==> config.mk <==
export PLATFORM = sky130hd
export DESIGN_NAME = pixel_scan_flat
export DESIGN_NICKNAME = d
export VERILOG_FILES = /design/src/source/geom_pkg.sv /design/src/source/camera_if.sv /design/src/source/pixel_if.sv /design/src/source/pixel_scan.sv /design/src/flat_wrapper.sv
export SDC_FILE = /design/constraint.sdc
export NUM_CORES = 1
export LEC_CHECK = 0
export BUFFER_PORTS_ARGS = -buffer_cell sky130_fd_sc_hd__buf_2
export CAP_MARGIN = 15
export CORE_AREA = 2 2 39 41
export DETAILED_ROUTE_END_ITERATION = 10
export DIE_AREA = 0 0 41 43
export PLACE_DENSITY = 0.64
export SETUP_SLACK_MARGIN = 0.5
export SYNTH_ARGS = -nofsm -noshare
export SYNTH_HDL_FRONTEND = slang
export SYNTH_SLANG_ARGS = --single-unit
==> constraint.sdc <==
create_clock -name clk -period 1.91 [get_ports clk]
set_clock_uncertainty 0.05 [all_clocks]
set_input_delay 0.0955 -clock clk [delete_from_list [all_inputs] [get_ports clk]]
set_output_delay 0.0955 -clock clk [all_outputs]
set_load 0.03 [all_outputs]
==> src/source/geom_pkg.sv <==
package geom_pkg;

	// signed Q16.16, 16 integer bits and 16 fraction bits
	typedef logic signed [31:0] fix_t;

	// field view of a vector, x in the top word
	typedef struct packed {
		fix_t x;
		fix_t y;
		fix_t z;
	} vec_s;

	// same 96 bits seen two ways
	// comp[2] is x, comp[1] is y, comp[0] is z
	typedef union packed {
		vec_s xyz;
		fix_t [2:0] comp;
	} vec_u;

	typedef struct packed {
		vec_u origin;
		vec_u dir;
	} ray_t;

	// full 64 bit signed product, keep bits 47..16, truncated
	// sums of fix_t simply wrap modulo 2^32
	function automatic fix_t fix_mul(input fix_t a, input fix_t b);
		logic signed [63:0] prod;
		prod = 64'(a) * 64'(b);
		return prod[47:16];
	endfunction

endpackage

==> src/source/camera_if.sv <==
`timescale 1ns/1ps

interface camera_if;

	// camera setup, held constant for the whole frame
	geom_pkg::vec_u cam_e;
	geom_pkg::vec_u cam_u;
	geom_pkg::vec_u cam_v;
	geom_pkg::vec_u cam_w;
	geom_pkg::fix_t cam_pw;
	geom_pkg::fix_t cam_d;
	// one cycle start pulse, frame running flag
	logic start;
	logic busy;

	modport regs(output cam_e, cam_u, cam_v, cam_w, cam_pw, cam_d, start, input busy);
	modport scan(input start, output busy);
	modport gen(input cam_e, cam_u, cam_v, cam_w, cam_pw, cam_d);

endinterface

==> src/source/pixel_if.sv <==
`timescale 1ns/1ps

interface pixel_if #(
	parameter int screen_cols = 8,
	parameter int screen_rows = 6
);

	// coordinates held over all three phases of a pixel
	logic [$clog2(screen_cols)-1:0] pix_x;
	logic [$clog2(screen_rows)-1:0] pix_y;
	// one hot phase strobes
	logic p0, p1, p2;

	modport scan(output pix_x, pix_y, p0, p1, p2);
	modport gen(input pix_x, pix_y, p0, p1, p2);

endinterface

==> src/source/pixel_scan.sv <==
`timescale 1ns/1ps

module pixel_scan #(
	parameter int screen_cols = 8,
	parameter int screen_rows = 6
) (
	input logic clk,
	input logic rst,
	camera_if.scan cam,
	pixel_if.scan pix,
	output logic frame_done
);

	localparam int xw = $clog2(screen_cols);
	localparam int yw = $clog2(screen_rows);
	localparam logic [xw-1:0] x_last = xw'(screen_cols - 1);
	localparam logic [yw-1:0] y_last = yw'(screen_rows - 1);

	// phase ring, bit 0 is p0
	logic [2:0] phase;
	logic [xw-1:0] x_cnt;
	logic [yw-1:0] y_cnt;
	logic last_pix;

	assign last_pix = (x_cnt == x_last) && (y_cnt == y_last);

	assign pix.p0 = phase[0];
	assign pix.p1 = phase[1];
	assign pix.p2 = phase[2];
	assign pix.pix_x = x_cnt;
	assign pix.pix_y = y_cnt;

	always_ff @(posedge clk or posedge rst) begin
		if (rst) begin
			phase <= 3'b000;
			x_cnt <= '0;
			y_cnt <= '0;
			cam.busy <= 1'b0;
			frame_done <= 1'b0;
		end else begin
			frame_done <= 1'b0;
			if (!cam.busy) begin
				// first pixel starts right after the start pulse
				if (cam.start) begin
					cam.busy <= 1'b1;
					phase <= 3'b001;
					x_cnt <= '0;
					y_cnt <= '0;
				end
			end else begin
				phase <= {phase[1:0], phase[2]};
				// pixel ends on p2, step raster order x fastest
				if (phase[2]) begin
					if (last_pix) begin
						cam.busy <= 1'b0;
						phase <= 3'b000;
						frame_done <= 1'b1;
					end else if (x_cnt == x_last) begin
						x_cnt <= '0;
						y_cnt <= y_cnt + 1'b1;
					end else begin
						x_cnt <= x_cnt + 1'b1;
					end
				end
			end
		end
	end

endmodule

==> src/flat_wrapper.sv <==
// flat-port wrapper written by rule: the top's interface ports become plain ports
module pixel_scan_flat 
#(
	parameter int screen_cols = 8,
	parameter int screen_rows = 6
)
  (clk, rst, frame_done, cam_start, cam_busy, pix_pix_x, pix_pix_y, pix_p0, pix_p1, pix_p2);
  camera_if cam_i ();
  pixel_if #(.screen_cols(screen_cols), .screen_rows(screen_rows)) pix_i ();
  input logic clk;
  input logic rst;
  output logic frame_done;
  input wire logic [$bits(cam_i.start)-1:0] cam_start;
  output wire logic [$bits(cam_i.busy)-1:0] cam_busy;
  output wire logic [$bits(pix_i.pix_x)-1:0] pix_pix_x;
  output wire logic [$bits(pix_i.pix_y)-1:0] pix_pix_y;
  output wire logic [$bits(pix_i.p0)-1:0] pix_p0;
  output wire logic [$bits(pix_i.p1)-1:0] pix_p1;
  output wire logic [$bits(pix_i.p2)-1:0] pix_p2;
  assign cam_i.start = cam_start;
  assign cam_busy = cam_i.busy;
  assign pix_pix_x = pix_i.pix_x;
  assign pix_pix_y = pix_i.pix_y;
  assign pix_p0 = pix_i.p0;
  assign pix_p1 = pix_i.p1;
  assign pix_p2 = pix_i.p2;
  pixel_scan #(.screen_cols(screen_cols), .screen_rows(screen_rows)) u_core (.clk(clk), .rst(rst), .cam(cam_i), .pix(pix_i), .frame_done(frame_done));
endmodule
**Yosys cells after proc, flatten, opt, wreduce, memory -nomap -nowiden**

Cells that the tools add are included.

- Add/sub/neg operators: 2
- Multiplexer cells: 20
- Reduce and logical (&&, ||, !) cells: 4
- Equal/unequal tests: 5

Operators by type and width:

| cell | number |
|---|---|
| two-way mux 3 bit | 13 |
| two-way mux 1 bit | 7 |
| adder 3 x 1 -> 3 bit, second input constant | 2 |
| == test 3 bit, second input constant | 2 |
| inequality test 2 bit, second input constant | 3 |
| AND reduction 4 bit | 1 |
| AND reduction 3 bit | 1 |
| nonzero test 2 bit | 1 |
| logical AND 1 bit | 1 |

- Output and inout port bits: 11
- Bits of input ports: 3
- Logic and storage cells: 36
- Bits in registers: 11

**Depth between registers and ports, before layout**

- Depth in word-level cells: 5
- Depth in mapped cells: 5
- Depth with buffers taken out: 5

**Worst setup path before layout**

OpenSTA, ideal clock, no wires.

- Path kind: register to register
- Start: register u_core.x_cnt[0], in the netlist u_core.pix.pix_x[0]
- End: register u_core.x_cnt[2], in the netlist u_core.pix.pix_x[2]
- Slack: 0.263 ns
- Buffers on the path: 0
- Required time: 1.736 ns
- Period minus slack after synthesis: 1.647 ns
- Library setup time: 0.124 ns
- Data arrival time: 1.473 ns
- Stages on the path, launching flop included: 6
- Cell sequence: dfrtp_1 -> ha_1 -> ha_1 -> nand3_2 -> and4_4 -> a211o_1

- Longest elaborated chain between the ends: 5
- Elaborated cells on any way between the ends: 9
- Those cells by class: add/sub: 1; eq/ne: 2; mux: 4; reduce/logical: 2

RTL lines:

| item | line | text |
|---|---|---|
| start, declared | pixel_scan.sv:21 | `logic [xw-1:0] x_cnt;` |
| start signal, assigned | pixel_scan.sv:62 | `x_cnt <= x_cnt + 1'b1;` |
| adder 3 x 1 -> 3 bit or == test 3 bit (tied branches) | pixel_scan.sv:62, pixel_scan.sv:25, pixel_scan.sv:58 |  |
| two-way mux 3 bit | pixel_scan.sv:58 | `end else if (x_cnt == x_last) begin` |
| two-way mux 3 bit | pixel_scan.sv:54 | `if (last_pix) begin` |
| two-way mux 3 bit | pixel_scan.sv:53 | `if (phase[2]) begin` |
| two-way mux 3 bit | pixel_scan.sv:42 | `if (!cam.busy) begin` |

Parallel ways exist; a longest one is shown, timed or not. The select of a mux whose other input is x is not followed.
A chain may end at the register's enable or synchronous reset.

**Worst setup path in the final report**

Same ends and word-level chain as after synthesis.

==> impl_metrics.prom <==
# TYPE chip_impl_metric gauge
chip_impl_metric{name="hold_path_depth",unit=""} 2
chip_impl_metric{name="grt_antenna_before_repair",unit=""} 0
chip_impl_metric{name="syn_area",unit="um2"} 589
chip_impl_metric{name="grt_first_pass_wirelength",unit="um"} 1960
chip_impl_info{name="result_of_the_run",value="complete, no violations"} 1
chip_impl_metric{name="seq_area_frac_synth",unit="%"} 46.7
chip_impl_metric{name="numPortBuffers",unit=""} 13
chip_impl_info{name="timing.hold.worst_endpoint",value="u_core.phase[2]"} 1
chip_impl_metric{name="num-nets-final",unit=""} 83
chip_impl_info{name="min_from",value="cam_start"} 1
chip_impl_metric{name="grt_start_max_net_pins",unit=""} 21
chip_impl_metric{name="gp_weighted_congestion",unit=""} 0.771
chip_impl_info{name="cts-root-buf",value="clkbuf_4"} 1
chip_impl_info{name="synth.area.top_cells",value="dfrtp_1 (47%), ha_1 (8.5%), nand2_1 (4.5%), inv_1 (3.2%), a31o_2 (3.0%)"} 1
chip_impl_metric{name="synth_cell_types",unit=""} 25
chip_impl_metric{name="clock_sinks",unit=""} 11
chip_impl_metric{name="antenna-diode-count",unit=""} 0
chip_impl_metric{name="grt.overflow.total",unit=""} 0
chip_impl_info{name="worst_setup_path_end_kind",value="flop"} 1
chip_impl_metric{name="r2r_cells",unit=""} 5
chip_impl_metric{name="slack_of_the_worst_reg_to_reg_path",unit="ps"} 530
chip_impl_metric{name="fin_total_pwr",unit="mW"} 1.30
chip_impl_metric{name="num_io_pins",unit=""} 14
chip_impl_info{name="final_common_cell",value="buf_2"} 1
chip_impl_metric{name="grt_pass1_vias",unit=""} 449
chip_impl_metric{name="p_leak",unit="nW"} 0.336
chip_impl_metric{name="cap_violations",unit=""} 0
chip_impl_metric{name="cts.path.max_buffers",unit=""} 2
chip_impl_metric{name="row_count",unit=""} 14
chip_impl_metric{name="postRouteAntennaNets",unit=""} 0
chip_impl_metric{name="power.density",unit="nW/um2"} 1690
chip_impl_metric{name="postSynthCellCount",unit=""} 59
chip_impl_metric{name="synth_seq_cells",unit=""} 11
chip_impl_metric{name="data_required_time_of_the_critical_path",unit="ps"} 2010
chip_impl_metric{name="worst_pin_slew",unit="ps"} 436
chip_impl_info{name="synthDominantAreaCellType",value="dfrtp_1"} 1
chip_impl_metric{name="synthToLayoutAreaGrowth",unit="%"} 30.6
chip_impl_info{name="worst-setup-path-type",value="reg2reg"} 1
chip_impl_metric{name="fmaxAchievable",unit="MHz"} 727
chip_impl_metric{name="wl_per_cell",unit="um"} 14.0
chip_impl_metric{name="drc_errors",unit=""} 0
chip_impl_metric{name="cts-buffers-inserted",unit=""} 3
chip_impl_info{name="worst_r2r_endpoint",value="u_core.pix.pix_x[2]"} 1
chip_impl_info{name="worstSetupStartpointType",value="flop"} 1
chip_impl_metric{name="fraction_of_final_layout_cells_with_drive_strength_greater_than_1",unit="%"} 48.0
chip_impl_info{name="rr_startpoint",value="u_core.pix.pix_x[0]"} 1
chip_impl_metric{name="dr_total_vias",unit=""} 486
chip_impl_info{name="hold_path_class",value="in2reg"} 1
chip_impl_info{name="rsz0062_at_grt",value="true"} 1
chip_impl_metric{name="drt_iter0_markers",unit=""} 10
chip_impl_metric{name="vias_per_cell",unit=""} 5.34
chip_impl_metric{name="initial_utilization",unit="%"} 42.6
chip_impl_metric{name="core-area",unit="um2"} 1380
chip_impl_info{name="cts_tree",value="built"} 1
chip_impl_metric{name="drt_pre_antenna_iters",unit=""} 4
chip_impl_metric{name="detailed_placement_wirelength_estimate",unit="um"} 844
chip_impl_metric{name="fin_crit_sh",unit="%"} 72.0
chip_impl_metric{name="clkTransAtPathRegs",unit="ps"} 80
chip_impl_metric{name="crit_path_max_fanout",unit=""} 7
chip_impl_metric{name="timing.final.crit_period",unit="ps"} 1380
chip_impl_metric{name="max-vdd-ir-drop",unit="V"} 0.000775
chip_impl_metric{name="routed_wirelength",unit="um"} 1280
chip_impl_metric{name="dieWidth",unit="um"} 41
chip_impl_metric{name="final.setup.tns",unit="ps"} 0
chip_impl_metric{name="hold_viol_final",unit=""} 0
chip_impl_metric{name="slew_violations",unit=""} 0
chip_impl_metric{name="setup_violations",unit=""} 0
chip_impl_metric{name="post_synth.cell_area_avg",unit="um2"} 9.99
chip_impl_metric{name="mappedNetlistNets",unit=""} 66
chip_impl_metric{name="clock_insertion_delay_worst_skew",unit="ps"} 270
chip_impl_metric{name="ys_warn_count",unit=""} 0
chip_impl_metric{name="worstPathArrival",unit="ps"} 1470
chip_impl_metric{name="cts_htree_levels",unit=""} 1
chip_impl_metric{name="slew_headroom",unit="%"} 70.9
chip_impl_metric{name="fillCellCount",unit=""} 133
chip_impl_info{name="final_cell_mix",value="buf_2 (13), nand2_1 (7), dfrtp_2 (6)"} 1
chip_impl_metric{name="portion_of_synthesized_cell_area_occupied_by_the_leading_cell_type",unit="%"} 46.7
chip_impl_metric{name="globalRouteTotalUtil",unit="%"} 16.6
chip_impl_metric{name="die_h",unit="um"} 43
chip_impl_metric{name="fp.dieArea",unit="um2"} 1760
[what timing repair did]
| action | 4_1_cts | 5_1_grt |
|---|---|---|
| gates cloned | 0 | 0 |
| pin swaps | 1 | 1 |
| hold buffers | 1 | 0 |
| gates resized for setup | 0 | 8 |
| endpoints found under the setup margin | 2 | 11 |
| endpoints found under the hold margin | 11 | 0 |
| buffers inserted | 1 | 0 |
[synth_stat cells, drive strengths merged]
cell	count
o21ai	3
a21oi	3
dfrtp	11
and4b	1
o221ai	1
nand2b	1
a41oi	1
a211o	1
o32ai	2
nand2	7
inv	5
buf	3
nand3	3
and4	1
nor2b	1
o211ai	1
nor4b	1
nor2	3
a31o	2
nand4	1
a31oi	1
and2	2
ha	4
[cell type report]
cell class | instances | area (um2) | area share (%)
clock buffers | 3 | 22.5 | 2.93
flip-flops and latches | 11 | 283 | 36.7
inverters | 5 | 18.8 | 2.44
well taps | 16 | 20.0 | 2.60
repair buffers | 15 | 82.6 | 10.7
multi-input cells | 40 | 338 | 43.9
clock inverters | 1 | 5.00 | 0.650
[per-layer routing]
| layer | up-vias | GRT usage, % | part of all wire, % | routed length (um) |
|---|---|---|---|---|
| li1 | 248 | - | - | - |
| met1 | 228 | 25.2 | 48 | 616 |
| met2 | 8 | 20.9 | 47 | 602 |
| met3 | 2 | 3.14 | 3.1 | 40 |
| met4 | 0 | 10.0 | 1.4 | 18 |
| met5 | - | 0 | 0 | 0 |
[worst max-delay path, stage by stage (launching register included)]
cell	delay, ps
dfrtp_2	430
ha_4	170
ha_4	180
nand3_4	70
a21oi_1	70
a211o_1	270
[per-stage QoR]
step	hold slack [ps]	cells	util [%]	setup WS [ps]	cell area, um2
final	29.8	91	55.6	534	769
after floorplan	-102	59	-	493	621
after detailed placement	65.8	85	49.5	497	686
after CTS	17.0	91	52.8	506	731
after global placement	60.6	85	49.5	522	686
after global routing	34.4	91	55.6	482	769
[sequential cells by signal, summed over array words and instances, names as in the netlist]
signal,flops
u_core.pix.pix_y,3
u_core.cam.busy,1
u_core.pix.pix_x,3
u_core.phase,3
u_core.frame_done,1
[report_power, final]
group | internal, mW | leakage [nW] | switching [mW]
Clock | 0.0774 | 0.0177 | 0.0817
Sequential | 0.338 | 0.126 | 0.136
Combinational | 0.281 | 0.192 | 0.385
Total | 0.697 | 0.336 | 0.603
[logic make-up (layout without fill, tap and decap cells)]
group / count (synthesis) / in the layout / synth area share, %
adder cells (fa/ha/maj): 4 / 4 / 8.49
buffers and inverters: 8 / 24 / 6.58
AND/OR/NAND/NOR: 21 / 21 / 20.4
AO/OA/AOI/OAI: 15 / 15 / 17.8
flip-flops: 11 / 11 / 46.7
[how the worst max path moves through the flow]
stage	startpoint	endpoint	slack [ps]
2_1_floorplan	u_core.pix.pix_x[0]	u_core.pix.pix_x[2]	490
3_3_place_gp	u_core.pix.pix_x[0]	u_core.pix.pix_x[0]	520
3_5_place_dp	u_core.pix.pix_x[0]	u_core.pix.pix_x[1]	500
4_1_cts	u_core.pix.pix_x[0]	u_core.pix.pix_x[0]	510
5_1_grt	u_core.pix.pix_x[0]	u_core.pix.pix_x[2]	480
6_report	u_core.pix.pix_x[0]	u_core.pix.pix_x[2]	530
No activity file was read; power rests on OpenSTA's default activity.
