File: config.mk
export PLATFORM = sky130hd
export DESIGN_NAME = camera_regs_flat
export DESIGN_NICKNAME = d
export VERILOG_FILES = /design/src/source/geom_pkg.sv /design/src/source/camera_pkg.sv /design/src/source/camera_if.sv /design/src/source/camera_regs.sv /design/src/flat_wrapper.sv
export SDC_FILE = /design/constraint.sdc
export NUM_CORES = 1
export LEC_CHECK = 0
export ABC_AREA = 1
export BUFFER_PORTS_ARGS = -buffer_cell sky130_fd_sc_hd__buf_2
export CAP_MARGIN = 10
export CORE_MARGIN = 4
export CORE_UTILIZATION = 32
export CTS_CLUSTER_SIZE = 20
export DETAILED_ROUTE_END_ITERATION = 8
export PLACE_DENSITY = 0.57
export SETUP_SLACK_MARGIN = 0.2
export SLEW_MARGIN = 0
export SYNTH_ARGS = -nofsm -noshare
export SYNTH_HDL_FRONTEND = slang
export SYNTH_SLANG_ARGS = --single-unit
export TNS_END_PERCENT = 100
File: constraint.sdc
create_clock -name clk -period 18.21 [get_ports clk]
set_clock_uncertainty 0.05 [all_clocks]
set_input_delay 3.642 -clock clk [delete_from_list [all_inputs] [get_ports clk]]
set_output_delay 3.642 -clock clk [all_outputs]
set_load 0.01 [all_outputs]
File: src/source/geom_pkg.sv
package geom_pkg;

	// signed Q16.16, 16 integer bits and 16 fraction bits
	typedef logic signed [31:0] fix_t;

	// field view of a vector, x in the top word
	typedef struct packed {
		fix_t x;
		fix_t y;
		fix_t z;
	} vec_s;

	// same 96 bits seen two ways
	// comp[2] is x, comp[1] is y, comp[0] is z
	typedef union packed {
		vec_s xyz;
		fix_t [2:0] comp;
	} vec_u;

	typedef struct packed {
		vec_u origin;
		vec_u dir;
	} ray_t;

	// full 64 bit signed product, keep bits 47..16, truncated
	// sums of fix_t simply wrap modulo 2^32
	function automatic fix_t fix_mul(input fix_t a, input fix_t b);
		logic signed [63:0] prod;
		prod = 64'(a) * 64'(b);
		return prod[47:16];
	endfunction

endpackage

File: src/source/camera_pkg.sv
package camera_pkg;

	// word addresses of the camera registers
	localparam logic [3:0] adr_e_x = 4'd0;
	localparam logic [3:0] adr_e_y = 4'd1;
	localparam logic [3:0] adr_e_z = 4'd2;
	localparam logic [3:0] adr_u_x = 4'd3;
	localparam logic [3:0] adr_u_y = 4'd4;
	localparam logic [3:0] adr_u_z = 4'd5;
	localparam logic [3:0] adr_v_x = 4'd6;
	localparam logic [3:0] adr_v_y = 4'd7;
	localparam logic [3:0] adr_v_z = 4'd8;
	localparam logic [3:0] adr_w_x = 4'd9;
	localparam logic [3:0] adr_w_y = 4'd10;
	localparam logic [3:0] adr_w_z = 4'd11;
	localparam logic [3:0] adr_pw = 4'd12;
	localparam logic [3:0] adr_d = 4'd13;
	// control, write only in effect
	localparam logic [3:0] adr_ctrl = 4'd14;
	// status, read only
	localparam logic [3:0] adr_status = 4'd15;

	// bit positions inside control and status
	localparam int ctrl_start_bit = 0;
	localparam int stat_busy_bit = 0;

endpackage

File: src/source/camera_if.sv
`timescale 1ns/1ps

interface camera_if;

	// camera setup, held constant for the whole frame
	geom_pkg::vec_u cam_e;
	geom_pkg::vec_u cam_u;
	geom_pkg::vec_u cam_v;
	geom_pkg::vec_u cam_w;
	geom_pkg::fix_t cam_pw;
	geom_pkg::fix_t cam_d;
	// one cycle start pulse, frame running flag
	logic start;
	logic busy;

	modport regs(output cam_e, cam_u, cam_v, cam_w, cam_pw, cam_d, start, input busy);
	modport scan(input start, output busy);
	modport gen(input cam_e, cam_u, cam_v, cam_w, cam_pw, cam_d);

endinterface

File: src/source/camera_regs.sv
`timescale 1ns/1ps

module camera_regs (
	input logic clk,
	input logic rst,
	input logic wb_cyc,
	input logic wb_stb,
	input logic wb_we,
	input logic [3:0] wb_adr,
	input logic [31:0] wb_dat_w,
	output logic [31:0] wb_dat_r,
	output logic wb_ack,
	camera_if.regs cam
);

	logic req;
	logic wr;
	logic [31:0] rd_word;

	// new request, ack follows next cycle
	assign req = wb_cyc & wb_stb & ~wb_ack;
	// write lands at the edge that ends the ack cycle
	assign wr = wb_cyc & wb_stb & wb_we & wb_ack;

	// start only from idle, so the scanner sees it in the ack cycle
	assign cam.start = wr & ~cam.busy & (wb_adr == camera_pkg::adr_ctrl) &
		wb_dat_w[camera_pkg::ctrl_start_bit];

	always_ff @(posedge clk or posedge rst) begin
		if (rst) begin
			wb_ack <= 1'b0;
			cam.cam_e <= '0;
			cam.cam_u <= '0;
			cam.cam_v <= '0;
			cam.cam_w <= '0;
			cam.cam_pw <= '0;
			cam.cam_d <= '0;
		end else begin
			wb_ack <= req;
			// camera frozen while a frame runs, writes still acked
			if (wr && !cam.busy) begin
				case (wb_adr)
					camera_pkg::adr_e_x: cam.cam_e.xyz.x <= wb_dat_w;
					camera_pkg::adr_e_y: cam.cam_e.xyz.y <= wb_dat_w;
					camera_pkg::adr_e_z: cam.cam_e.xyz.z <= wb_dat_w;
					camera_pkg::adr_u_x: cam.cam_u.xyz.x <= wb_dat_w;
					camera_pkg::adr_u_y: cam.cam_u.xyz.y <= wb_dat_w;
					camera_pkg::adr_u_z: cam.cam_u.xyz.z <= wb_dat_w;
					camera_pkg::adr_v_x: cam.cam_v.xyz.x <= wb_dat_w;
					camera_pkg::adr_v_y: cam.cam_v.xyz.y <= wb_dat_w;
					camera_pkg::adr_v_z: cam.cam_v.xyz.z <= wb_dat_w;
					camera_pkg::adr_w_x: cam.cam_w.xyz.x <= wb_dat_w;
					camera_pkg::adr_w_y: cam.cam_w.xyz.y <= wb_dat_w;
					camera_pkg::adr_w_z: cam.cam_w.xyz.z <= wb_dat_w;
					camera_pkg::adr_pw: cam.cam_pw <= wb_dat_w;
					camera_pkg::adr_d: cam.cam_d <= wb_dat_w;
					// control handled by the start pulse, status is read only
					default: ;
				endcase
			end
		end
	end

	// read mux
	always_comb begin
		rd_word = '0;
		case (wb_adr)
			camera_pkg::adr_e_x: rd_word = cam.cam_e.xyz.x;
			camera_pkg::adr_e_y: rd_word = cam.cam_e.xyz.y;
			camera_pkg::adr_e_z: rd_word = cam.cam_e.xyz.z;
			camera_pkg::adr_u_x: rd_word = cam.cam_u.xyz.x;
			camera_pkg::adr_u_y: rd_word = cam.cam_u.xyz.y;
			camera_pkg::adr_u_z: rd_word = cam.cam_u.xyz.z;
			camera_pkg::adr_v_x: rd_word = cam.cam_v.xyz.x;
			camera_pkg::adr_v_y: rd_word = cam.cam_v.xyz.y;
			camera_pkg::adr_v_z: rd_word = cam.cam_v.xyz.z;
			camera_pkg::adr_w_x: rd_word = cam.cam_w.xyz.x;
			camera_pkg::adr_w_y: rd_word = cam.cam_w.xyz.y;
			camera_pkg::adr_w_z: rd_word = cam.cam_w.xyz.z;
			camera_pkg::adr_pw: rd_word = cam.cam_pw;
			camera_pkg::adr_d: rd_word = cam.cam_d;
			camera_pkg::adr_status: rd_word[camera_pkg::stat_busy_bit] = cam.busy;
			// control reads back as zero
			default: rd_word = '0;
		endcase
	end

	// captured with the request, valid during ack
	always_ff @(posedge clk) begin
		if (req) begin
			wb_dat_r <= rd_word;
		end
	end

endmodule

File: src/flat_wrapper.sv
// flat-port wrapper written by rule: the top's interface ports become plain ports
module camera_regs_flat 
  (clk, rst, wb_cyc, wb_stb, wb_we, wb_adr, wb_dat_w, wb_dat_r, wb_ack, cam_cam_e, cam_cam_u, cam_cam_v, cam_cam_w, cam_cam_pw, cam_cam_d, cam_start, cam_busy);
  camera_if cam_i ();
  input logic clk;
  input logic rst;
  input logic wb_cyc;
  input logic wb_stb;
  input logic wb_we;
  input logic [3:0] wb_adr;
  input logic [31:0] wb_dat_w;
  output logic [31:0] wb_dat_r;
  output logic wb_ack;
  output wire logic [$bits(cam_i.cam_e)-1:0] cam_cam_e;
  output wire logic [$bits(cam_i.cam_u)-1:0] cam_cam_u;
  output wire logic [$bits(cam_i.cam_v)-1:0] cam_cam_v;
  output wire logic [$bits(cam_i.cam_w)-1:0] cam_cam_w;
  output wire logic [$bits(cam_i.cam_pw)-1:0] cam_cam_pw;
  output wire logic [$bits(cam_i.cam_d)-1:0] cam_cam_d;
  output wire logic [$bits(cam_i.start)-1:0] cam_start;
  input wire logic [$bits(cam_i.busy)-1:0] cam_busy;
  assign cam_cam_e = cam_i.cam_e;
  assign cam_cam_u = cam_i.cam_u;
  assign cam_cam_v = cam_i.cam_v;
  assign cam_cam_w = cam_i.cam_w;
  assign cam_cam_pw = cam_i.cam_pw;
  assign cam_cam_d = cam_i.cam_d;
  assign cam_start = cam_i.start;
  assign cam_i.busy = cam_busy;
  camera_regs u_core (.clk(clk), .rst(rst), .wb_cyc(wb_cyc), .wb_stb(wb_stb), .wb_we(wb_we), .wb_adr(wb_adr), .wb_dat_w(wb_dat_w), .wb_dat_r(wb_dat_r), .wb_ack(wb_ack), .cam(cam_i));
endmodule
# Yosys cells after proc, flatten, opt, wreduce, memory -nomap -nowiden
# Cells that the tools add are included.
# word_totals
reg_bits	481
input_bits	42
word_cells	59
# classes
n_eq_ne	15
n_mux	2
n_bitwise	9
n_reduce_logical	17
# ops
cell	count
31-bit one-hot mux with 14 select lines	1
4-bit equality test, second input constant	8
2-bit AND reduction	14
4-bit by 3-bit equality test with 1-bit output, second input constant	4
1-bit one-hot mux with 15 select lines	1
4-bit by 2-bit equality test with 1-bit output, second input constant	2
1-bit bitwise AND	7
4-bit by 1-bit equality test with 1-bit output, second input constant	1
4-bit logical NOT	1
1-bit inverter	2
1-bit logical AND	1
1-bit logical NOT	1

# Longest topological paths before layout
# Gate-level depths: netlist (run 1).
# depth
word_depth	6
ltp_mapped	11
ltp_nobuf	9

# Least setup slack after synthesis (run 1)
# OpenSTA, ideal clock, no wires.
# synth_path
path_type	input-to-output
startpoint	in wb_adr[1]
endpoint	out cam_start
arrival_ps	4560
required_time_ps	14518
path_slack_ps	9958
cell_stages	6
cell_sequence	inv_1 -> nor2_1 -> buf_2 -> buf_1 -> nand2_1 -> nor3_1
# synth_via
elab_chain_len	3
# synth_lines
element	line	source
from (decl)	flat_wrapper.sv:10	input logic [3:0] wb_adr;
4-bit equality test	camera_regs.sv:26	assign cam.start = wr & ~cam.busy & (wb_adr == camera_pkg::adr_ctrl) &
1-bit bitwise AND (2 in a row)	camera_regs.sv:26	
to (decl)	flat_wrapper.sv:20	output wire logic [$bits(cam_i.start)-1:0] cam_start;
# No other way between the ends.

# Final worst setup path (run 1)
# layout_path
startpoint	in wb_cyc
endpoint	out cam_start
# layout_via
elab_chain_len	6
# layout_lines
element	line	source
from (decl)	flat_wrapper.sv:7	input logic wb_cyc;
1-bit bitwise AND (3 in a row)	camera_regs.sv:23	assign wr = wb_cyc & wb_stb & wb_we & wb_ack;
1-bit bitwise AND (3 in a row)	camera_regs.sv:26	
# No other way between the ends.

==> results.json, run 1 <==
{
  "root_buffer": "clkbuf_16",
  "grt_antenna_before_repair": 2,
  "cpPeakStageDelay_ps": 310,
  "utilization_pct": 39.85,
  "status": "finished, final reports clean",
  "syn2layout_area_growth_pct": 23.40,
  "ys_seq_elements": 481,
  "start_util_pct": 32.30,
  "hp-class": "flip-flop to flip-flop",
  "ios": 524,
  "drive_gt1_share_pct": 21.12,
  "rsz0062_at_grt": "no",
  "vias": 20162,
  "netlist_top_cells_count": "877 x nand2_1, 449 x dfrtp_1, 388 x nand3_1",
  "cts_tree": "done",
  "seq_power_share_pct": 46.4,
  "cts_setup_buffers": 0,
  "slew_viol_final": 0,
  "crit_arrival_ps": 4970,
  "max-vdd-ir-drop_v": 0.00006262,
  "antenna_cells": 0,
  "async_flop_share_pct": 93.35,
  "grt_overflow": 0,
  "crit_path_cell_trace": "buf_2 > nand2_1 > nor3_2 > buf_4 > nand2_1 > nor3_1 > buf_2",
  "cp-start-kind": "input pin",
  "grt_pass1_wl_mm": 137.5,
  "ant_nets": 0,
  "synth_edf_count": 32,
  "fmax_mhz": 115.4,
  "slowest_stage": "buf_4",
  "path_class": "input pin to output pin",
  "cts_max_level": 2,
  "grt_pass1_vias": 19124,
  "end_kind": "output pin",
  "powerDensity_nw_per_um2": 90.63,
  "hold_buffers": 0,
  "yosys-top-cells-area": "dfrtp_1 52%, nand2_1 15%, nand3_1 9.0%",
  "totalWireLength_mm": 96.62,
  "crit_required_ps": 14520,
  "ys.flop_type": "dfrtp_1",
  "path_max_fanout": 15,
  "clock_power_share_pct": 46.6,
  "yosysTopAreaCell": "dfrtp_1",
  "grt_max_degree": 102,
  "dieArea_sq_um": 72010,
  "p_int_w": 0.001802,
  "worstReg2RegStart": "u_core.wb_ack",
  "cts-resized-gates": 0,
  "ys_types": 19,
  "leakage_nw": 14.56,
  "rows": 95,
  "hold_path.startpoint": "u_core.cam.cam_e[50]",
  "drv_cap": 0,
  "synth_area_per_cell_sq_um": 7.998,
  "synth_fp_nets": 2754,
  "syn_area_sq_um": 21690,
  "tightest_slew_ps": 1141,
  "wl_per_cell_microns": 23.94,
  "port_buffers": 523,
  "cts_buffers": 54,
  "finalCritPeriodShare_pct": 47.59,
  "yosysMostFrequentCell": "nand2_1",
  "pwr-share-comb_pct": 6.9,
  "gp_congestion": 0.8771,
  "yosysTopAreaCellShare_pct": 51.80,
  "tns_ps": 0,
  "max_slew_margin_pct": 23.53,
  "first_iter_violations": 1745,
  "clk_pin_slew_ps": 60,
  "switching_share_pct": 25.72,
  "total_power_w": 0.002426,
  "dr.pass1.iters": 6,
  "grt_use_total_pct": 26.14,
  "ys_warn_count": 0,
  "setup_viol": 0,
  "seq_area_frac_synth_pct": 56.23,
  "die_h_microns": 268.3,
  "insertion_delay_ps": 610,
  "drc_errors": 0,
  "core_area_sq_um": 67160,
  "vias_per_cell": 4.996,
  "netlist_instances": 2712,
  "num-nets-final": 3166,
  "dieWidth_microns": 268.3,
  "fin_hold_ws_ps": 453.3,
  "clkSinkCount": 481,
  "hold_viol": 0,
  "startpoint": "wb_cyc",
  "period_needed_ps": 8666,
  "hpwl_mm": 68.36,
  "clk_path_buf_depth": 3,
  "power.switching_w": 0.0006239
}
worst paths after layout:
check	to	slack (ps)	depth (start not counted)
max	cam_start	9540	7
min	u_core.cam.cam_e[50]	450	2
max reg2reg	u_core.cam.cam_pw[20]	15720	7
min reg2reg	u_core.cam.cam_e[50]	450	2
max in group asynchronous	u_core.cam.cam_v[14]	12120	5
min in group asynchronous	u_core.cam.cam_u[66]	3100	2
worst max-delay path, delay by kind of cell:
kind | cells | cell delay (ps)
buffers and inverters | 3 | 620
and+or+nand+nor | 4 | 700
routing by layer:
| metal | routed length (microns) | up-vias | track usage, % |
|---|---|---|---|
| met3 | 7582 | 168 | 6.656 |
| met4 | 4315 | 4 | 10.27 |
| li1 | - | 9543 | - |
| met5 | 20 | - | 0 |
| met1 | 35700 | 9662 | 30.14 |
| met2 | 49010 | 785 | 46.64 |
final cells by class:
cell class	instances	area, sq um
repair buffers	562	2910
clock inverters	18	269.0
flip-flops and latches	481	12200
clock buffers	77	1509
inverters	226	857.1
well taps	873	1092
multi-input cells	1799	7930
fillers	6982	40390
power groups by stage:
| stage | logic (W) | clock network [W] | registers, W |
|---|---|---|---|
| 2_1_floorplan | 0.0000736 | 0 | 0.00115 |
| 3_3_place_gp | 0.000171 | 0 | 0.00114 |
| 3_5_place_dp | 0.000172 | 0 | 0.00115 |
| 4_1_cts | 0.000172 | 0.00115 | 0.00113 |
| 5_1_grt | 0.000185 | 0.00120 | 0.00113 |
| 6_report | 0.000168 | 0.00113 | 0.00113 |
layout by cell type (no fill, tap or decap), types with 2 or more instances in the layout:
master and n:
nand2_2 7, clkbuf_16 55, o21ai_0 330, nor2_4 7, bufinv_16 6, nor3_2 2
nor3_1 2, clkbuf_1 17, clkinv_2 8, inv_1 223, nor2_1 67, buf_4 39
clkinv_8 2, nand3_2 7, nand3_1 384, buf_2 523, nand2_1 872, clkbuf_8 5
edfxtp_1 32, o21ai_1 118, dfrtp_1 449, nor2_2 3
cells by family after synthesis:
kind of cell | after synthesis | share of synthesized area, %
AOI/OAI and AO/OA | 448 | 10.34
buffers and inverters | 432 | 7.609
DFF | 481 | 56.23
and+or+nand+nor | 1351 | 25.82
stage by stage:
stage / std cells / worst slack, ps / instance area (sq um)
floorplan: 2712 / 2004 / 21690
global placement: 3941 / 9559 / 24990
detailed placement: 3941 / 9567 / 24990
CTS: 4036 / 9568 / 26760
global route: 4036 / 9427 / 26760
finish: 4036 / 9544 / 26760
flip-flops by register name, summed over array words and instances, names as in the netlist:
signal	count
u_core.cam.cam_d	32
u_core.cam.cam_e	96
u_core.cam.cam_pw	32
u_core.cam.cam_u	96
u_core.cam.cam_v	96
u_core.cam.cam_w	96
u_core.wb_ack	1
u_core.wb_dat_r	32
(Power assumes the default switching activity.)
==> run 2, diff against run 1 <==
- ABC_AREA: 1 -> 0
- clock period: 18.21 -> 8.7 ns (I/O delays scaled with it)
==> run 2 against run 1 <==
Synthesized cell count is 44% lower. Flip-flop and latch count stayed put. Synthesized area barely moved. Sequential power rose by 110%. Core utilization up 0.25 points. Cell count down 28%. Critical path depth fell by 2. Power up 110%. Highest routed layer is now met4. Critical path type unchanged. Cell area grew 0.62%. Non-clock buffer count up 3. Routed wire length is 4.3% lower.
==> results.json, run 2 <==
{
  "status": "finished, final reports clean",
  "max-vdd-ir-drop_v": 0.0001537,
  "clkSinkCount": 481,
  "tns_ps": 0,
  "first_iter_violations": 1672,
  "clk_pin_slew_ps": 50,
  "final_common_cell": "buf_2",
  "setup_viol": 0,
  "crit_buf_inv": 2,
  "async_flop_share_pct": 93.35,
  "cts_setup_buffers": 0,
  "syn2layout_area_growth_pct": 24.09,
  "grt_antenna_before_repair": 1,
  "yosysTopAreaCell": "dfrtp_1",
  "synth_edf_count": 32,
  "start_util_pct": 32.32,
  "crit_required_ps": 6910,
  "cp_num_cells": 5,
  "path_class": "input pin to output pin",
  "hold_viol": 0,
  "ys.flop_type": "dfrtp_1",
  "fmax_mhz": 187.4,
  "netlist_instances": 1531,
  "fill_cells": 6331,
  "drv_cap": 0,
  "hold_buffers": 0,
  "reg2reg_to": "u_core.cam.cam_w[88]",
  "dieWidth_microns": 268.4,
  "grt_pass1_wl_mm": 128.1,
  "cts_tree": "done",
  "antenna_cells": 0,
  "grt_overflow": 0,
  "vias": 16393,
  "cts_max_level": 2,
  "cts_buffers": 55,
  "cts-resized-gates": 0,
  "netlist_top_cells_count": "449 x dfrtp_1, 435 x mux2_2, 71 x a22oi_1",
  "yosys-top-cells-area": "dfrtp_1 52%, mux2_2 23%, edfxtp_1 4.4%",
  "vias_per_cell": 5.603,
  "powerDensity_nw_per_um2": 188.3,
  "total_power_w": 0.005072,
  "synth_area_per_cell_sq_um": 14.18,
  "drive_gt1_share_pct": 55.82,
  "rsz0062_at_grt": "no",
  "ios": 524,
  "insertion_delay_ps": 610,
  "end_kind": "output pin",
  "crit_family": "simple AND/OR/NAND/NOR gates",
  "rows": 95,
  "crit_arrival_ps": 3550,
  "slowest_stage": "nor2b_4",
  "wl_per_cell_microns": 31.60,
  "slew_viol_final": 0,
  "seq_area_frac_synth_pct": 56.20,
  "crit_path_cell_trace": "buf_4 > nor2b_4 > nand3_1 > nor3_1 > buf_2",
  "totalWireLength_mm": 92.46,
  "ys_warn_count": 0,
  "die_h_microns": 268.4,
  "setup_slack_ps": 3363,
  "root_buffer": "clkbuf_16",
  "cpPeakStageDelay_ps": 830,
  "endpoint": "cam_start",
  "place_ws_ps": 3336,
  "synth_fp_nets": 1573,
  "hp-class": "flip-flop to flip-flop",
  "ys_types": 61,
  "max_slew_margin_pct": 21.50,
  "syn_area_sq_um": 21700,
  "hpwl_mm": 62.69,
  "cp-start-kind": "input pin",
  "leakage_nw": 14.06,
  "core_area_sq_um": 67160,
  "ys_seq_elements": 481,
  "finalCritPeriodShare_pct": 61.35,
  "yosysTopAreaCellShare_pct": 51.77,
  "period_needed_ps": 5337,
  "r2r_slack_ps": 5450,
  "dr.pass1.iters": 7,
  "grt_pass1_vias": 16608,
  "reg2reg_depth": 5,
  "path_max_fanout": 37,
  "tightest_slew_ps": 1178,
  "num-nets-final": 2051,
  "grt_use_total_pct": 24.78,
  "worstReg2RegStart": "u_core.wb_ack",
  "gp_congestion": 0.8339,
  "yosysMostFrequentCell": "dfrtp_1",
  "dieArea_sq_um": 72050,
  "clk_path_buf_depth": 3,
  "startpoint": "wb_adr[0]",
  "mostFrequentLayoutCells": "519 x buf_2, 449 x dfrtp_1, 435 x mux2_2, 71 x a22oi_1, 55 x clkbuf_16",
  "ant_nets": 0,
  "grt_max_degree": 171,
  "port_buffers": 523,
  "drc_errors": 0
}
run 2: changes by cell type after synthesis, moves of 32 or more:
cell / change
nor2_1: -65
nand2_1: -846
clkbuf_1: -101
buf_2: +32
inv_1: -221
o21ai_0: -314
o21ai_1: -118
mux2_2: +435
mux2i_1: +44
a22oi_1: +71
nand3_1: -372
run 2: logic make-up after synthesis:
| kind of cell | Yosys count | synth area share (%) |
|---|---|---|
| and+or+nand+nor | 140 | 4.197 |
| muxes | 519 | 27.12 |
| DFF | 481 | 56.20 |
| buffers and inverters | 150 | 3.672 |
| AOI/OAI and AO/OA | 241 | 8.809 |
run 2: cell type report:
type / count / area [sq um] / share of cell area [%]
Clock inverter: 20 / 207.7 / 0.7712
Sequential cell: 481 / 12200 / 45.29
Multi-Input combinational cell: 900 / 8810 / 32.71
Clock buffer: 81 / 1594 / 5.919
Tap cell: 873 / 1092 / 4.056
Timing Repair Buffer: 565 / 3004 / 11.15
Inverter: 6 / 26.28 / 0.09757
run 2: where the power goes:
group | internal [W] | switching (W)
sequential | 0.00231 | 0.0000461
combinational | 0.000121 | 0.000275
clock | 0.00136 | 0.000958
total | 0.00379 | 0.00128
run 2: metal layers:
metal	part of all wire, %	wire length [microns]	track usage [%]
met1	42	38940	34.15
met2	45	41810	38.13
met3	9.4	8669	6.999
met4	3.3	3049	7.869
met5	0	0	0
run 2: metrics by stage:
| stage | cell area [sq um] | hold slack [ps] | cells | util, % |
|---|---|---|---|---|
| after floorplan | 21710 | 491.5 | 1531 | - |
| after global placement | 25080 | 440.0 | 2822 | 37.35 |
| after detailed placement | 25110 | 446.4 | 2824 | 37.40 |
| after CTS | 26920 | 458.7 | 2925 | 40.08 |
| after global routing | 26930 | 481.8 | 2926 | 40.10 |
| final | 26930 | 457.5 | 2926 | 40.10 |
run 2: how the worst min path moves through the flow:
stage	startpoint	endpoint	slack, ps	cells past startpoint
final	u_core.cam.cam_u[63]	u_core.cam.cam_u[63]	460	1
after global routing	u_core.cam.cam_v[20]	u_core.cam.cam_v[20]	480	1
after CTS	u_core.cam.cam_u[63]	u_core.cam.cam_u[63]	460	1
after detailed placement	u_core.cam.cam_u[63]	u_core.cam.cam_u[63]	450	1
after global placement	u_core.cam.cam_e[80]	u_core.cam.cam_e[80]	440	1
after floorplan	u_core.cam.cam_e[80]	u_core.cam.cam_e[80]	490	1
run 2: worst reg2reg max path: stages, from the launching register on:
cell	delay, ps
dfrtp_1	400
nand2_1	100
or3_1	680
nor3_4	860
buf_4	630
mux2_2	420
==> run 3, diff against run 2 <==
- ABC_AREA: 0 -> 1
- PLACE_DENSITY: 0.57 -> 0.59
- clock period: 8.7 -> 4.6 ns (I/O delays scaled with it)
==> run 3 against run 2 <==
Cell area rose by 0.53%. Via count rose by 25%. Critical path type unchanged. Sequential power increased by 89%. Critical path depth up 2. Register-to-register slack got worse by 3100 ps. Count of clock-buffer cells in the layout increased by 3. Global-route usage is 1.2 points higher.
==> results.json, run 3 (synthesis gave the netlist of run 1 again) <==
{
  "status": "finished, final reports clean",
  "drc_errors": 0,
  "first_iter_violations": 1910,
  "crit_path_cell_trace": "buf_2 > nand2_1 > nor3_2 > buf_4 > nand2_1 > nor3_1 > buf_2",
  "core_area_sq_um": 67160,
  "clkSinkCount": 481,
  "leakage_nw": 14.70,
  "clk_pin_slew_ps": 60,
  "dr.pass1.iters": 6,
  "clk_path_buf_depth": 3,
  "wl_per_cell_microns": 23.79,
  "vias": 20538,
  "crit_arrival_ps": 2140,
  "slowest_stage": "buf_4",
  "cp-start-kind": "input pin",
  "ios": 524,
  "wl_met2_mm": 47.95,
  "hp-class": "input pin to asynchronous set/reset pin",
  "total_power_w": 0.009613,
  "grt_pass1_wl_mm": 137.2,
  "final_common_cell": "nand2_1",
  "drive_gt1_share_pct": 21.59,
  "fmax_mhz": 321.9,
  "hpwl_mm": 68.89,
  "grt_use_total_pct": 26.02,
  "cts_tree": "done",
  "cts_buffers": 56,
  "tightest_slew_ps": 859.6,
  "fin_cells": 4056,
  "cpPeakStageDelay_ps": 330,
  "grt_pass1_vias": 19289,
  "syn2layout_area_growth_pct": 24.82,
  "cts-resized-gates": 0,
  "mostFrequentLayoutCells": "872 x nand2_1, 523 x buf_2, 449 x dfrtp_1, 384 x nand3_1, 330 x o21ai_0",
  "root_buffer": "clkbuf_16",
  "dieArea_sq_um": 72010,
  "ant_nets": 0,
  "rsz0062_at_grt": "no",
  "totalWireLength_mm": 96.50,
  "die_h_microns": 268.3,
  "cts_setup_buffers": 0,
  "grt_overflow": 0,
  "grt_max_degree": 119,
  "setup_viol": 0,
  "tns_ps": 0,
  "insertion_delay_ps": 610,
  "port_buffers": 523,
  "num-nets-final": 3180,
  "path_max_fanout": 15,
  "wl_met1_mm": 36.44,
  "gp_congestion": 0.8921,
  "highest_layer": "met4",
  "hold_buffers": 0,
  "end_kind": "output pin",
  "rows": 95,
  "start_util_pct": 32.30,
  "utilization_pct": 40.31,
  "dieWidth_microns": 268.3,
  "path_class": "input pin to output pin",
  "slew_viol_final": 0,
  "crit_required_ps": 3630,
  "wl_met3_mm": 7.638,
  "vias_per_cell": 5.064,
  "finalCritPeriodShare_pct": 67.53,
  "period_needed_ps": 3106,
  "cts_max_level": 2,
  "max_slew_margin_pct": 42.49,
  "powerDensity_nw_per_um2": 355.1,
  "hold_viol": 0,
  "drv_cap": 0,
  "max-vdd-ir-drop_v": 0.0002841,
  "post-place-cells": 3953,
  "grt_antenna_before_repair": 1
}
[run 3: changes by cell type in the layout (fill, tap and decap cells not counted), moves of 59 or more]
cell,before,now
nand2_1,28,872
mux2_2,435,0
nand3_1,15,384
o21ai_0,16,330
inv_1,3,223
o21ai_1,0,118
a22oi_1,71,0
nor2_1,8,67
[run 3: where the power goes]
part	switching (W)	leakage, nW	internal [W]
sequential	0.0000900	6.55	0.00437
clock	0.00186	0.891	0.00261
combinational	0.000518	7.26	0.000165
total	0.00246	14.7	0.00715
[run 3: critical path: cells and delay by family]
kind                   cells  cell delay (ps)
buffers and inverters      3              630
and+or+nand+nor            4              570
[run 3: cell type report]
class / count / area, sq um
Multi-Input combinational cell: 1799 / 7930
Antenna cell: 1 / 2.502
Tap cell: 873 / 1092
Clock buffer: 84 / 1628
Clock inverter: 18 / 195.2
Timing Repair Buffer: 574 / 3176
Fill cell: 6893 / 40080
Inverter: 226 / 853.3
Sequential cell: 481 / 12200
[run 3: stage by stage]
stage	setup WS, ps	cell area (sq um)	hold slack [ps]
4_1_cts	1397	27070	357.0
3_5_place_dp	1400	25250	440.1
6_report	1494	27070	388.2
5_1_grt	1376	27070	397.1
3_3_place_gp	1387	25250	432.7
2_1_floorplan	-2441	21690	486.7
[run 3: metal layers]
layer | track usage, % | vias to the layer above
met3 | 5.997 | 171
met2 | 45.82 | 857
li1 | - | 9575
met1 | 30.91 | 9935
met5 | 0 | -
met4 | 10.27 | 0
[run 3: worst paths after layout]
check / start / endpoint / slack (ps) / depth (start not counted)
min in group clk: u_core.cam.cam_u[51] / u_core.cam.cam_u[51] / 450 / 2
max in group asynchronous: rst / u_core.cam.cam_v[67] / 2950 / 4
max reg2reg: u_core.wb_ack / u_core.cam.cam_e[36] / 2320 / 7
min: rst / u_core.cam.cam_e[62] / 390 / 2
min reg2reg: u_core.cam.cam_u[51] / u_core.cam.cam_u[51] / 450 / 2
max: wb_cyc / cam_start / 1490 / 7
